## src/common/ex_config.svh

```systemverilog
// datapath, register index, csr index and data memory size macros
`ifndef EX_CONFIG_SVH
`define EX_CONFIG_SVH

// datapath word
`define EX_WORD_WD        64

// register file and csr indices
`define EX_GPR_ADDR_WD    5
`define EX_CSR_ADDR_WD    12

// data sram request
`define EX_SRAM_ADDR_WD   32   // byte address
`define EX_SRAM_WMASK_WD  8    // one bit per byte lane

// data memory size in 64-bit words
// word index comes from address bits 10:3
`define EX_SRAM_DEPTH     256

`endif

```

## src/common/ex_pkg.sv

```systemverilog
// opcode enums and stage bundle structs for the execute and memory stages
`include "ex_config.svh"

package ex_pkg;

  typedef enum logic [4:0] {
    ALU_ADD       = 5'd0,
    ALU_SUB       = 5'd1,
    ALU_SLL       = 5'd2,
    ALU_SLT       = 5'd3,
    ALU_SLTU      = 5'd4,
    ALU_XOR       = 5'd5,
    ALU_SRL       = 5'd6,
    ALU_SRA       = 5'd7,
    ALU_OR        = 5'd8,
    ALU_AND       = 5'd9,
    ALU_COPY_SRC2 = 5'd10   // lui style pass-through
  } alu_op_e;

  typedef enum logic [1:0] {
    SRC2_RS2  = 2'd0,
    SRC2_IMM  = 2'd1,
    SRC2_FOUR = 2'd2        // link address for jal/jalr
  } alu_src2_e;

  // funct3 coding
  typedef enum logic [2:0] {
    MEM_B  = 3'b000,
    MEM_H  = 3'b001,
    MEM_W  = 3'b010,
    MEM_D  = 3'b011,
    MEM_BU = 3'b100,
    MEM_HU = 3'b101,
    MEM_WU = 3'b110
  } mem_op_e;

  // funct3 coding, bit 2 marks the immediate forms
  typedef enum logic [2:0] {
    CSR_RW  = 3'b001,
    CSR_RS  = 3'b010,
    CSR_RC  = 3'b011,
    CSR_RWI = 3'b101,
    CSR_RSI = 3'b110,
    CSR_RCI = 3'b111
  } csr_op_e;

  // 359 bits, msb first
  typedef struct packed {
    logic [`EX_WORD_WD-1:0]     rs1data;
    logic [`EX_WORD_WD-1:0]     rs2data;
    logic [`EX_WORD_WD-1:0]     csrrdata;
    logic [`EX_WORD_WD-1:0]     imm;
    logic [`EX_WORD_WD-1:0]     pc;
    logic                       alu_src1_sel;     // 1: pc
    alu_src2_e                  alu_src2_sel;
    logic                       alu_word_cut_sel;
    alu_op_e                    alu_op;
    logic [`EX_GPR_ADDR_WD-1:0] rd;
    logic [`EX_CSR_ADDR_WD-1:0] csr;
    logic                       gpr_wen;
    logic                       csr_wen;
    logic                       mem_ren;
    logic                       mem_wen;
    mem_op_e                    mem_op;
    logic                       csr_inst_sel;     // csrrdata goes to rd
    csr_op_e                    csr_op;
    logic                       ebreak_sel;
    logic                       invalid_inst_sel;
  } ds_to_es_bus_t;

  typedef struct packed {
    logic [`EX_GPR_ADDR_WD-1:0] rd;
    logic [`EX_CSR_ADDR_WD-1:0] csr;
    logic [`EX_WORD_WD-1:0]     pc;
    logic                       gpr_wen;
    logic                       csr_wen;
    logic                       mem_ren;
    mem_op_e                    mem_op;
    logic                       csr_inst_sel;
    logic [`EX_WORD_WD-1:0]     csrrdata;
    logic [`EX_WORD_WD-1:0]     alu_result;
    logic [`EX_WORD_WD-1:0]     csr_result;
    logic                       ebreak;
    logic                       invalid;
  } es_to_ms_bus_t;

  typedef struct packed {
    logic [`EX_WORD_WD-1:0]     pc;
    logic [`EX_GPR_ADDR_WD-1:0] rd;
    logic                       gpr_wen;
    logic [`EX_WORD_WD-1:0]     gpr_wdata;
    logic [`EX_CSR_ADDR_WD-1:0] csr;
    logic                       csr_wen;
    logic [`EX_WORD_WD-1:0]     csr_wdata;
    logic                       ebreak;
    logic                       invalid;
  } ms_to_ws_bus_t;

  typedef struct packed {
    logic [`EX_SRAM_ADDR_WD-1:0]  addr;
    logic                         ren;
    logic                         wen;
    logic [`EX_SRAM_WMASK_WD-1:0] wmask;
    logic [`EX_WORD_WD-1:0]       wdata;
  } sram_req_t;

endpackage

```

## src/mem/mem_stage.sv

```systemverilog
// memory stage: bundle register, read-data hold, load extraction, write-back select
`include "ex_config.svh"

module mem_stage (
  input  logic                   i_clk,
  input  logic                   i_reset,
  input  logic                   i_es_to_ms_valid,
  input  ex_pkg::es_to_ms_bus_t  i_es_to_ms_bus,
  output logic                   o_ms_allowin,
  input  logic [`EX_WORD_WD-1:0] i_sram_rdata,
  input  logic                   i_ws_allowin,
  output logic                   o_ms_to_ws_valid,
  output ex_pkg::ms_to_ws_bus_t  o_ms_to_ws_bus
);

  logic                   ms_valid;
  logic                   ms_ready_go;
  logic                   ms_first;      // sram word arrives this cycle
  ex_pkg::es_to_ms_bus_t  ms_bus_r;
  logic [`EX_WORD_WD-1:0] rdata_hold;
  logic [`EX_WORD_WD-1:0] ms_rdata;
  logic [`EX_WORD_WD-1:0] load_shift;
  logic [`EX_WORD_WD-1:0] load_data;

  assign ms_ready_go      = 1'b1;   // read data is held locally
  assign o_ms_allowin     = !ms_valid || (ms_ready_go && i_ws_allowin);
  assign o_ms_to_ws_valid = ms_valid && ms_ready_go;

  always_ff @(posedge i_clk) begin
    if (i_reset) begin
      ms_valid <= 1'b0;
      ms_first <= 1'b0;
    end else begin
      if (o_ms_allowin) begin
        ms_valid <= i_es_to_ms_valid;
      end
      ms_first <= i_es_to_ms_valid && o_ms_allowin;
    end
  end

  always_ff @(posedge i_clk) begin
    if (i_es_to_ms_valid && o_ms_allowin) begin
      ms_bus_r <= i_es_to_ms_bus;
    end
    if (ms_first) begin
      rdata_hold <= i_sram_rdata;
    end
  end

  assign ms_rdata   = ms_first ? i_sram_rdata : rdata_hold;
  assign load_shift = ms_rdata >> {ms_bus_r.alu_result[2:0], 3'b000};

  always_comb begin
    case (ms_bus_r.mem_op)
      ex_pkg::MEM_B:  load_data = {{(`EX_WORD_WD-8){load_shift[7]}}, load_shift[7:0]};
      ex_pkg::MEM_H:  load_data = {{(`EX_WORD_WD-16){load_shift[15]}}, load_shift[15:0]};
      ex_pkg::MEM_W:  load_data = {{(`EX_WORD_WD-32){load_shift[31]}}, load_shift[31:0]};
      ex_pkg::MEM_BU: load_data = {{(`EX_WORD_WD-8){1'b0}}, load_shift[7:0]};
      ex_pkg::MEM_HU: load_data = {{(`EX_WORD_WD-16){1'b0}}, load_shift[15:0]};
      ex_pkg::MEM_WU: load_data = {{(`EX_WORD_WD-32){1'b0}}, load_shift[31:0]};
      default:        load_data = load_shift;   // ld
    endcase
  end

  assign o_ms_to_ws_bus.pc        = ms_bus_r.pc;
  assign o_ms_to_ws_bus.rd        = ms_bus_r.rd;
  assign o_ms_to_ws_bus.gpr_wen   = ms_bus_r.gpr_wen;
  assign o_ms_to_ws_bus.gpr_wdata = ms_bus_r.mem_ren      ? load_data :
                                    ms_bus_r.csr_inst_sel ? ms_bus_r.csrrdata :
                                                            ms_bus_r.alu_result;
  assign o_ms_to_ws_bus.csr       = ms_bus_r.csr;
  assign o_ms_to_ws_bus.csr_wen   = ms_bus_r.csr_wen;
  assign o_ms_to_ws_bus.csr_wdata = ms_bus_r.csr_result;
  assign o_ms_to_ws_bus.ebreak    = ms_bus_r.ebreak;
  assign o_ms_to_ws_bus.invalid   = ms_bus_r.invalid;

endmodule

```

## config.mk

```make
export PLATFORM = sky130hd
export DESIGN_NAME = mem_stage
export DESIGN_NICKNAME = d
export VERILOG_FILES = /design/src/common/ex_pkg.sv /design/src/mem/mem_stage.sv
export VERILOG_INCLUDE_DIRS = /design/src /design/src/common
export SDC_FILE = /design/constraint.sdc
export NUM_CORES = 1
export LEC_CHECK = 0
export ABC_CLOCK_PERIOD_IN_PS = 24000
export BUFFER_PORTS_ARGS = -buffer_cell sky130_fd_sc_hd__buf_2
export CORE_AREA = 5 5 219 221
export CTS_BUF_LIST = sky130_fd_sc_hd__clkbuf_4 sky130_fd_sc_hd__clkbuf_8
export DETAILED_ROUTE_END_ITERATION = 7
export DIE_AREA = 0 0 224 226
export PLACE_DENSITY_LB_ADDON = 0.25
export SLEW_MARGIN = 20
export SYNTH_ARGS = -nofsm -noshare
export SYNTH_HDL_FRONTEND = slang
export SYNTH_SLANG_ARGS = --single-unit
```

## constraint.sdc

```tcl
create_clock -name i_clk -period 24 [get_ports i_clk]
set_input_delay 1.2 -clock i_clk [delete_from_list [all_inputs] [get_ports i_clk]]
set_output_delay 1.2 -clock i_clk [all_outputs]
set_load 0.01 [all_outputs]
```

==> Word-level counts from Yosys, hierarchy flattened <==
Cells that the tools add are included.
{ "classes": {"addsub": 0, "multipliers": 0, "div_mod_pow": 0, "order_cmp": 0, "eq_ne": 5, "shift": 1, "n_mux": 4, "bitwise_logic": 0, "reduce_logical": 4} }
{ "ops": {"columns": ["cell", "count"], "rows": [
  ["64-bit case mux with 6 select lines", 1],
  ["64-bit two-way mux", 3],
  ["64-bit by 6-bit >> shifter with 64-bit output", 1],
  ["3-bit equality test, second input constant", 3],
  ["3-bit by 1-bit equality test with 1-bit output, second input constant", 1],
  ["3-bit by 2-bit equality test with 1-bit output, second input constant", 1],
  ["3-bit zero test", 1],
  ["1-bit logical AND", 1],
  ["1-bit zero test", 1],
  ["1-bit logical OR", 1]
]} }
{ "word_totals": {"ff_bits": 348, "latchBits": 0, "ram_bits": 0, "romBits": 0, "in_bits": 350, "output_inout_bits": 215, "wordCells": 30, "mem_count": 0} }

==> Longest topological paths before layout <==
Gate-level depths: netlist (run 1).
{ "depth": {"word_depth": 4, "mapped_depth": 10, "ltp_nobuf": 6} }

==> Worst setup path after synthesis (run 1) <==
OpenSTA, ideal clock, no wires.
{ "synth_timing": {"path_kind": "input to register", "start": "in i_ws_allowin", "end": "reg ms_bus_r[100] (netlist name) (enable)", "setup_ns": 0.681, "arrival_time_ns": 7.834, "required_ns": 23.319, "path_slack_ns": 15.485, "stages": 2, "path_buffers": 0, "cell_sequence": "nand2b_1 and2_1"} }
{ "synth_between": {"elab_chain_cells": 2} }
{ "synth_lines": {"columns": ["item", "line_no", "source"], "rows": [
  ["from (decl)", "mem_stage.sv:11", "input logic i_ws_allowin,"],
  ["1-bit logical OR", "mem_stage.sv:26", "assign o_ms_allowin = !ms_valid || (ms_ready_go && i_ws_allowin);"],
  ["1-bit logical AND", "mem_stage.sv:42", "if (i_es_to_ms_valid && o_ms_allowin) begin"],
  ["to (signal assigned)", "mem_stage.sv:43", "ms_bus_r <= i_es_to_ms_bus;"],
  ["to (decl)", "mem_stage.sv:19", "ex_pkg::es_to_ms_bus_t ms_bus_r;"]
]} }
Every way passes these cells.
A chain may end at the register's enable or synchronous reset.

==> results of run 1 <==
-- state kept, by name (all words and copies together) (netlist names) --
signal and cells:
o_ms_to_ws_bus 149, rdata_hold 64, ms_first 1, o_ms_to_ws_valid 1, ms_bus_r 133
-- how the worst max path moves through the flow --
stage	endpoint	slack (ns)	cells past startpoint
floorplan	ms_bus_r[100]	15.49	2
global placement	o_ms_to_ws_bus[96]	19.24	8
detailed placement	o_ms_to_ws_bus[96]	19.09	8
CTS	o_ms_to_ws_bus[96]	18.34	8
global route	o_ms_to_ws_bus[96]	18.37	8
finish	o_ms_to_ws_bus[95]	18.65	8
-- layer usage --
layer  up-vias  global-route usage (%)  share of wire, %
li1       5008                       -                 -
met1      5285                    25.1                39
met2       519                    33.5                48
met3       128                    7.90               9.2
met4        24                    8.50               4.3
met5         -                       0              0.30
-- layout make-up --
cell class / count / area share, %
Timing Repair Buffer: 579 / 15.4
Inverter: 33 / 0.647
Clock buffer: 93 / 5.90
Tap cell: 607 / 3.96
Sequential cell: 348 / 51.1
Clock inverter: 15 / 0.464
Antenna cell: 4 / 0.0522
Multi-Input combinational cell: 558 / 22.5
-- synthesized netlist by cell type, types with 2 or more instances --
| cell type | count |
|---|---|
| edfxtp_1 | 282 |
| buf_4 | 156 |
| mux2i_1 | 73 |
| dfxtp_1 | 66 |
| a211oi_1 | 65 |
| nor2b_1 | 63 |
| nand2_1 | 59 |
| mux2_2 | 50 |
| a21oi_1 | 39 |
| nor2_1 | 37 |
| clkbuf_1 | 34 |
| inv_1 | 33 |
| a31oi_1 | 26 |
| nand2b_1 | 20 |
| mux4_2 | 19 |
| o21ai_0 | 17 |
| buf_2 | 16 |
| o22a_1 | 15 |
| buf_6 | 9 |
| a2bb2oi_1 | 7 |
| a311oi_1 | 7 |
| o21a_1 | 7 |
| o221ai_1 | 7 |
| o22ai_2 | 7 |
| o21ai_1 | 6 |
| mux2_1 | 5 |
| nand3_1 | 5 |
| buf_1 | 4 |
| a21oi_2 | 3 |
| nand3b_1 | 3 |
| a22oi_1 | 2 |
| and2_1 | 2 |
| nand4_1 | 2 |
| o211ai_1 | 2 |
-- cells by family after synthesis --
logic type / synth area share, %
flops: 62.3
buf+inv: 10.3
compound gates: 9.78
simple gates: 6.24
mux: 11.3
-- report_power, final --
part / leakage (nW) / switching (mW) / internal, mW
clock: 0.647 / 0.247 / 0.299
sequential: 3.29 / 0.0162 / 0.707
combinational: 3.89 / 0.149 / 0.100
total: 7.82 / 0.412 / 1.11
-- worst register-to-register path, cell delays in order, from the launching register on --
cell and delay [ns]:
dfxtp_1 0.31, nand2b_1 0.12, and2_4 0.67, buf_12 0.76
==> out/qor.yml, run 1 <==
synth:
  yosys_register_bits: 348
  synth-seq-area-share_pct: 62.3
  synth_nets: 1508
  yosysTopAreaCellShare_pct: 53.9
  synth_enable_flop_cells: 282
  synth_cells: 1158
  synth.area.top_cells: "edfxtp_1 54%, dfxtp_1 8.4%, buf_4 7.5%, mux2i_1 4.7%, mux2_2 3.6%"
  share_of_async_settable_or_async_resettable_flops_after_synthesis_pct: 0
  synth_ff_type: "edfxtp_1"
  number_of_distinct_library_cells_after_synthesis: 44
  post_synthesis_cell_area_mm2: 0.0157
  ys_warn_count: 0
  postSynthAreaPerCell_um2: 13.6
  yosys.area.top_type: "edfxtp_1"
finish:
  fin_util_pct: 41.7
  fraction_of_final_layout_cells_with_drive_strength_greater_than_1_pct: 47.1
  fin_area_mm2: 0.0192
  fillCellCount: 4385
  area_used_by_sequential_logic_in_the_layout_mm2: 0.00979
  area_taken_by_multi_input_logic_gates_mm2: 0.00430
  area_growth_syn_to_layout_pct: 22.0
  commonest_cells_after_routing_fill_and_taps_aside: "564 x buf_2, 282 x edfxtp_1, 73 x mux2i_1"
  fin_nets: 1930
  most_common_library_cell_in_the_layout_ignoring_fill_and_taps: "buf_2"
  layout.cells.non_filler: 2237
drt:
  detailedRoute.firstPassIterationCount: 5
  antenna_left: 0
  drt_drc_violations_left: 0
  vias_per_cell: 4.90
  dr.first_iter.drc_count: 791
  total_length_of_routed_wires_um: 55400
  detailroute.via_count: 10964
  wire_per_inst_um: 24.8
sta:
  timing.final.ws_setup_ns: 18.65
  achievable-frequency_mhz: 187
  finalMaxSlewViolations: 0
  slew-limit-headroom_pct: 30.5
  min_period_ns: 5.35
  final_hold_violations: 0
  setup_viol: 0
  final_min_period_over_clock_period_pct: 22.3
  grt_setup_unrepaired: "false"
  tightestPinTransition_ns: 1.04
  tns_ns: 0
  timing.clock.skew_ns: 0.0364
  whs_ns: 0.463
critical_path:
  slowest_stage: "buf_6"
  r2r_start: "o_ms_to_ws_valid"
  r2r_slack_ns: 21.57
  timing.setup.critical_path_class: "reg -> out"
  r2r_cells: 3
  cp_top_family: "buffers and inverters"
  timing.critical_path.cells: "buf_6, mux2_2, a211oi_1, o221ai_1, nor2b_2, buf_4, o22ai_2, buf_2"
  slowest_delay_ns: 0.63
  worst-endpoint-required_ns: 22.80
  startpoint_type: "flop"
  worst-path-max-fanout: 89
  path_buf_inv: 3
  critical_path.reg2reg.endpoint: "o_ms_to_ws_bus[161]"
  cp-startpoint: "ms_first"
  end_kind: "primary output"
  arrival_worst_endpoint_ns: 4.15
flow_run:
  maxCapViolations: 0
global_route:
  global_route.overflow_total: 0
  first_pass_grt_wire_length_um: 76300
  first_global_vias: 10907
  initial_antenna_violation_count: 17
  maximum_number_of_pins_on_one_net_before_global_route_repair: 174
  grt_util_all_layers_pct: 20.7
pwr:
  total_power_mw: 1.52
  power_per_cell_area_mw_per_mm2: 79.2
  leak_nw: 7.82
  power.ir.vdd_worst_uv: 53.2
clock_network:
  h-tree-depth: 2
  ctsLongestPathBuffers: 3
  cts-resized-gates: 0
  tritoncts: "done"
  cts-hold-fix-buffers: 0
  clock_tree.root_cell: "clkbuf_8"
  worstSkewPairLatency_ns: 0.66
  clk_pin_slew_ns: 0.05
  tritoncts_num_sinks: 348
  postCtsSetupRepairBufs: 0
  cts_inserted_buffers: 60
place:
  place.gp.congestion: 0.865
  place_hpwl_um: 43400
  dp_cells: 2125
  placement.io_buffers: 564
  pre_cts_slack_ns: 19.09
  dpl_cell_area_mm2: 0.0179
floorplan:
  core_area_mm2: 0.0460
  starting_density_pct: 34.2
  dieArea_mm2: 0.0506
  die_height_um: 226
  die_w_um: 224
  top_level_ports: 565
  floorplan.rows: 79
min_path:
  hold_path_class: "reg -> reg"
  timing.hold.worst_path_depth: 1
  min_from: "rdata_hold[0]"
  worst_hold_path.endpoint: "rdata_hold[0]"
status:
  status: "finished, final reports clean"
(Power assumes the default switching activity.)
==> run 2, diff against run 1 <==
--- a/config.mk
+++ b/config.mk
@@ -6,12 +6,12 @@
 export SDC_FILE = /design/constraint.sdc
 export NUM_CORES = 1
 export LEC_CHECK = 0
-export ABC_CLOCK_PERIOD_IN_PS = 24000
+export ABC_CLOCK_PERIOD_IN_PS = 4950
 export BUFFER_PORTS_ARGS = -buffer_cell sky130_fd_sc_hd__buf_2
-export CORE_AREA = 5 5 219 221
+export CORE_AREA = 5 5 214 216
 export CTS_BUF_LIST = sky130_fd_sc_hd__clkbuf_4 sky130_fd_sc_hd__clkbuf_8
 export DETAILED_ROUTE_END_ITERATION = 7
-export DIE_AREA = 0 0 224 226
+export DIE_AREA = 0 0 219 221
 export PLACE_DENSITY_LB_ADDON = 0.25
 export SLEW_MARGIN = 20
 export SYNTH_ARGS = -nofsm -noshare
==> constraint.sdc (replaced) <==
create_clock -name i_clk -period 4.95 [get_ports i_clk]
set_input_delay 0.2475 -clock i_clk [delete_from_list [all_inputs] [get_ports i_clk]]
set_output_delay 0.2475 -clock i_clk [all_outputs]
set_load 0.01 [all_outputs]
==> out/qor.yml, run 2 (same netlist as run 1, synthesis figures left out) <==
pwr:
  power_per_cell_area_mw_per_mm2: 338  # was 79.2 mW/mm2
  sequential_share_of_power_pct: 45.9  # was 47.6%
  p_switching_mw: 2.10  # was 412 uW
  power.ir.vdd_worst_uv: 228  # was 53.2 uV
  power.combinational.fraction_pct: 18.8  # was 16.4%
  power_report.internal_total_mw: 5.56  # was 1.11 mW
  switching_share_pct: 27.4  # was 27.1%
  clockPowerShare_pct: 35.3  # was 36.0%
  leak_nw: 9.32  # was 7.82 nW
  total_power_mw: 7.66  # was 1.52 mW
clock_network:
  tritoncts: "done"  # unchanged
  ctsLongestPathBuffers: 3  # unchanged
  cts-hold-fix-buffers: 348  # was 0
  h-tree-depth: 2  # unchanged
  clock_tree.root_cell: "clkbuf_8"  # unchanged
  tritoncts_num_sinks: 348  # unchanged
  clk_pin_slew_ns: 0.06  # was 0.05 ns
  cts-resized-gates: 0  # unchanged
  worstSkewPairLatency_ns: 0.65  # was 0.66 ns
  cts_inserted_buffers: 60  # unchanged
  postCtsSetupRepairBufs: 0  # unchanged
critical_path:
  r2r_cells: 4  # was 3
  r2r_start: "ms_first"  # was o_ms_to_ws_valid
  startpoint_type: "flop"  # unchanged
  timing.setup.critical_path_class: "reg -> out"  # unchanged
  end_kind: "primary output"  # unchanged
  worst-endpoint-required_ns: 4.70  # was 22.80 ns
  arrival_worst_endpoint_ns: 4.12  # was 4.15 ns
  r2r_slack_ns: 2.55  # was 21.57 ns
  worst-path-max-fanout: 34  # was 89
  critical_path.reg2reg.endpoint: "rdata_hold[60]"  # was o_ms_to_ws_bus[161]
drt:
  drt_drc_violations_left: 0  # unchanged
  detailroute.via_count: 12469  # was 10,964
  antenna_left: 0  # unchanged
  vias_per_cell: 4.83  # was 4.90
  total_length_of_routed_wires_um: 61100  # was 55,400 um
  detailedRoute.firstPassIterationCount: 5  # unchanged
  wire_per_inst_um: 23.7  # was 24.8 um
  dr.first_iter.drc_count: 956  # was 791
sta:
  finalMaxSlewViolations: 0  # unchanged
  min_period_ns: 4.37
  final_min_period_over_clock_period_pct: 88.3
  grt_setup_unrepaired: "false"  # unchanged
  setup_viol: 0  # unchanged
  timing.clock.skew_ns: 0.0180  # was 0.0364 ns
  final_hold_violations: 0  # unchanged
  whs_ns: 0.302  # was 0.463 ns
  achievable-frequency_mhz: 229
  tightestPinTransition_ns: 1.09  # was 1.04 ns
  slew-limit-headroom_pct: 26.8  # was 30.5%
  tns_ns: 0  # unchanged
floorplan:
  floorplan.rows: 77  # was 79
  top_level_ports: 565  # unchanged
  starting_density_pct: 35.9  # was 34.2%
  die_height_um: 221  # was 226 um
  dieArea_mm2: 0.0484  # was 0.0506 mm2
  die_w_um: 219  # was 224 um
  core_area_mm2: 0.0437  # was 0.0460 mm2
global_route:
  global_route.overflow_total: 0  # unchanged
  globalRoute.busiestLayer: "met2"  # unchanged
  met3_usage_pct: 6.93  # was 7.90%
  maximum_number_of_pins_on_one_net_before_global_route_repair: 103  # was 174
  initial_antenna_violation_count: 10  # was 17
  first_global_vias: 13110  # was 10,907
  gr-usage-met2_pct: 39.5  # was 33.5%
  first_pass_grt_wire_length_um: 87200  # was 76,300 um
  grt_util_all_layers_pct: 24.4  # was 20.7%
  grtUsageMet1_pct: 28.8  # was 25.1%
place:
  placement.io_buffers: 564  # unchanged
  dp_cells: 2112  # was 2,125
  place.gp.congestion: 0.930  # was 0.865
  place_hpwl_um: 44500  # was 43,400 um
finish:
  layout.cells.non_filler: 2581  # was 2,237
  commonest_cells_after_routing_fill_and_taps_aside: "564 x buf_2, 348 x dlygate4sd3_1, 282 x edfxtp_1"  # was 564 x buf_2, 282 x edfxtp_1, 73 x mux2i_1
  number_of_flip_flops_under_the_largest_register_name: 149  # unchanged
  fin_nets: 2280  # was 1,930
  most_common_library_cell_in_the_layout_ignoring_fill_and_taps: "buf_2"  # unchanged
  area_growth_syn_to_layout_pct: 44.4  # was 22.0%
  fraction_of_final_layout_cells_with_drive_strength_greater_than_1_pct: 39.1  # was 47.1%
  fin_util_pct: 51.9  # was 41.7%
status:
  status: "finished, final reports clean"  # unchanged
min_path:
  hold_path_class: "in -> reg"  # was reg -> reg
  min_from: "i_es_to_ms_bus[132]"  # was rdata_hold[0]
  timing.hold.worst_path_depth: 2  # was 1
  worst_hold_path.endpoint: "ms_bus_r[132]"  # was rdata_hold[0]
flow_run:
  maxCapViolations: 0  # unchanged
[run 2: layout make-up]
type	count	area, um2
repair buffers	929	6470
flip-flops and latches	348	9790
fillers	3797	21100
well taps	592	741
clock inverters	19	128
inverters	33	124
clock buffers	93	1100
multi-input cells	558	4300
diodes	9	22.5
[run 2: worst max-delay path: stages, from the launching register on]
cell       delay [ns]
edfxtp_1         0.87
nor2b_1          0.11
a2111oi_0        0.48
a311oi_2         0.09
a2bb2oi_2        0.16
buf_4            0.36
nor2b_2          0.95
o22ai_2          0.22
buf_2            0.22
[run 2: how the worst max path moves through the flow]
stage,slack (ns),from,depth (start not counted),endpoint
6_report,0.58,ms_bus_r[66],8,o_ms_to_ws_bus[96]
5_1_grt,0.29,ms_bus_r[66],8,o_ms_to_ws_bus[110]
4_1_cts,0.50,ms_bus_r[66],8,o_ms_to_ws_bus[96]
3_5_place_dp,1.21,ms_bus_r[66],8,o_ms_to_ws_bus[96]
3_3_place_gp,1.28,ms_bus_r[66],8,o_ms_to_ws_bus[96]
2_1_floorplan,0.52,o_ms_to_ws_valid,2,ms_bus_r[100]
[run 2: metal layers]
| metal | part of all wire [%] | up-vias |
|---|---|---|
| met5 | 0.067 | - |
| met4 | 6.5 | 6 |
| met3 | 8.6 | 159 |
| met2 | 47 | 642 |
| met1 | 37 | 5931 |
| li1 | - | 5731 |
[run 2: stage by stage]
stage          cell area (um2)  setup WS, ns
6_report                 22700         0.581
5_1_grt                  22700         0.285
4_1_cts                  22700         0.498
3_5_place_dp             17900          1.21
3_3_place_gp             17900          1.28
2_1_floorplan            15700         0.525
[run 2: power by group through the flow]
stage / Sequential, mW / Clock [mW] / Combinational [mW]
global route: 3.54 / 2.90 / 1.54
CTS: 3.51 / 2.75 / 1.43
detailed placement: 3.57 / 0 / 1.20
finish: 3.52 / 2.71 / 1.44
global placement: 3.57 / 0 / 1.19
floorplan: 3.56 / 0 / 0.759
==> run 3, diff against run 2 <==
--- a/config.mk
+++ b/config.mk
@@ -8,11 +8,13 @@
 export LEC_CHECK = 0
 export ABC_CLOCK_PERIOD_IN_PS = 4950
 export BUFFER_PORTS_ARGS = -buffer_cell sky130_fd_sc_hd__buf_2
+export CAP_MARGIN = 20
 export CORE_AREA = 5 5 214 216
 export CTS_BUF_LIST = sky130_fd_sc_hd__clkbuf_4 sky130_fd_sc_hd__clkbuf_8
 export DETAILED_ROUTE_END_ITERATION = 7
 export DIE_AREA = 0 0 219 221
 export PLACE_DENSITY_LB_ADDON = 0.25
+export RECOVER_POWER = 100
 export SLEW_MARGIN = 20
 export SYNTH_ARGS = -nofsm -noshare
 export SYNTH_HDL_FRONTEND = slang
==> out/qor.yml, run 3 (same netlist as run 1, synthesis figures left out) <==
sta:
  grt_setup_unrepaired: "false"  # unchanged
  finalMaxSlewViolations: 47  # was 0
  timing.clock.skew_ns: 0.0146  # was 0.0180 ns
  setup_viol: 0  # unchanged
  achievable-frequency_mhz: 218  # was 229 MHz
  tightestPinTransition_ns: 3.52  # was 1.09 ns
  slew-limit-headroom_pct: -135  # was 26.8%
  tns_ns: 0  # unchanged
  final_hold_violations: 0  # unchanged
  min_period_ns: 4.60  # was 4.37 ns
  final_min_period_over_clock_period_pct: 92.9  # was 88.3%
drt:
  total_length_of_routed_wires_um: 61300  # was 61,100 um
  detailroute.via_count: 12546  # was 12,469
  antenna_left: 0  # unchanged
  detailedRoute.firstPassIterationCount: 5  # unchanged
  dr.first_iter.drc_count: 936  # was 956
  vias_per_cell: 4.86  # was 4.83
  drt_drc_violations_left: 0  # unchanged
  wire_per_inst_um: 23.7  # about the same
min_path:
  hold_path_class: "in -> reg"  # unchanged
critical_path:
  startpoint_type: "flop"  # unchanged
  end_kind: "primary output"  # unchanged
  worst-path-max-fanout: 21  # was 34
  worst-endpoint-required_ns: 4.70  # about the same
  arrival_worst_endpoint_ns: 4.35  # was 4.12 ns
  timing.setup.critical_path_class: "reg -> out"  # unchanged
pwr:
  leak_nw: 8.62  # was 9.32 nW
  power.ir.vdd_worst_uv: 228  # about the same
  power_per_cell_area_mw_per_mm2: 341  # was 338 mW/mm2
finish:
  commonest_cells_after_routing_fill_and_taps_aside: "348 x dlygate4sd3_1, 312 x buf_2, 282 x edfxtp_1"  # was 564 x buf_2, 348 x dlygate4sd3_1, 282 x edfxtp_1
  fraction_of_final_layout_cells_with_drive_strength_greater_than_1_pct: 24.9  # was 39.1%
  most_common_library_cell_in_the_layout_ignoring_fill_and_taps: "dlygate4sd3_1"  # was buf_2
  area_growth_syn_to_layout_pct: 42.3  # was 44.4%
  fin_area_mm2: 0.0223  # was 0.0227 mm2
  fin_nets: 2280  # unchanged
  number_of_flip_flops_under_the_largest_register_name: 149  # unchanged
floorplan:
  dieArea_mm2: 0.0484  # unchanged
  top_level_ports: 565  # unchanged
  starting_density_pct: 35.9  # unchanged
  floorplan.rows: 77  # unchanged
  die_w_um: 219  # unchanged
  core_area_mm2: 0.0437  # unchanged
  die_height_um: 221  # unchanged
global_route:
  first_global_vias: 13110  # unchanged
  first_pass_grt_wire_length_um: 87200  # unchanged
  grt_util_all_layers_pct: 24.4  # unchanged
  global_route.overflow_total: 0  # unchanged
  initial_antenna_violation_count: 10  # unchanged
  maximum_number_of_pins_on_one_net_before_global_route_repair: 103  # unchanged
clock_network:
  clock_tree.root_cell: "clkbuf_8"  # unchanged
  tritoncts_num_sinks: 348  # unchanged
  postCtsSetupRepairBufs: 0  # unchanged
  worstSkewPairLatency_ns: 0.65  # about the same
  tritoncts: "done"  # unchanged
  cts-hold-fix-buffers: 348  # unchanged
  cts_inserted_buffers: 60  # unchanged
  clk_pin_slew_ns: 0.06  # about the same
  ctsLongestPathBuffers: 3  # unchanged
  h-tree-depth: 2  # unchanged
  cts-resized-gates: 0  # unchanged
place:
  place_hpwl_um: 44500  # unchanged
  placement.io_buffers: 564  # unchanged
  dpl_cell_area_mm2: 0.0179  # unchanged
  place.gp.congestion: 0.930  # unchanged
status:
  status: "finished, violations left"  # was finished, final reports clean
  violations: "max-capacitance violations, max-slew violations"
flow_run:
  maxCapViolations: 1  # was 0
run 3: changes by cell type in the layout (fill, tap and decap cells not counted), sizes merged:
cell	previous run	this run
clkbuf	93	347
buf	581	327
run 3: final cells by class:
| cell class | count | area [um2] |
|---|---|---|
| inverters | 33 | 124 |
| repair buffers | 929 | 6150 |
| multi-input cells | 558 | 4290 |
| flip-flops and latches | 348 | 9790 |
| well taps | 592 | 741 |
| clock inverters | 19 | 128 |
| clock buffers | 93 | 1100 |
| diodes | 9 | 22.5 |
| fillers | 3927 | 21400 |
run 3: worst max-delay path, cell delays in order, from the launching register on:
cell,delay (ns)
edfxtp_1,0.88
mux4_2,0.59
mux2i_1,0.29
o221ai_1,0.23
nor2_1,0.84
clkbuf_2,0.53
a31oi_1,0.18
clkbuf_1,0.16
run 3: power breakdown:
part           total [mW]  internal (mW)  switching [mW]
logic                1.39          0.620           0.772
clock network        2.71           1.47            1.24
registers            3.52           3.43          0.0933
run 3: final timing paths:
check | startpoint | endpoint | slack, ns | depth (start not counted)
max | ms_bus_r[66] | o_ms_to_ws_bus[127] | 0.35 | 7
min | i_es_to_ms_bus[132] | ms_bus_r[132] | 0.30 | 2
max reg2reg | o_ms_to_ws_valid | o_ms_to_ws_bus[61] | 0.99 | 3
min reg2reg | rdata_hold[2] | rdata_hold[2] | 0.46 | 1
run 3: stage by stage:
step | utilization, % | worst slack, ns | hold WS, ns | cells | power, mW
global placement | 41.0 | 1.28 | 0.424 | 2112 | 4.76
detailed placement | 41.0 | 1.21 | 0.426 | 2112 | 4.77
floorplan | - | 0.525 | 0.317 | 1158 | 4.31
global route | 51.1 | 0.148 | 0.271 | 2579 | 7.93
finish | 51.1 | 0.353 | 0.301 | 2581 | 7.62
CTS | 51.8 | 0.498 | 0.245 | 2572 | 7.69
run 3: metal layers:
metal  wire length, um  GRT usage [%]  up-vias
met5                27              0        -
met4              4170           14.3        4
met3              5010           6.93      177
met2             28800           39.5      654
met1             23300           28.8     5981
li1                  -              -     5730
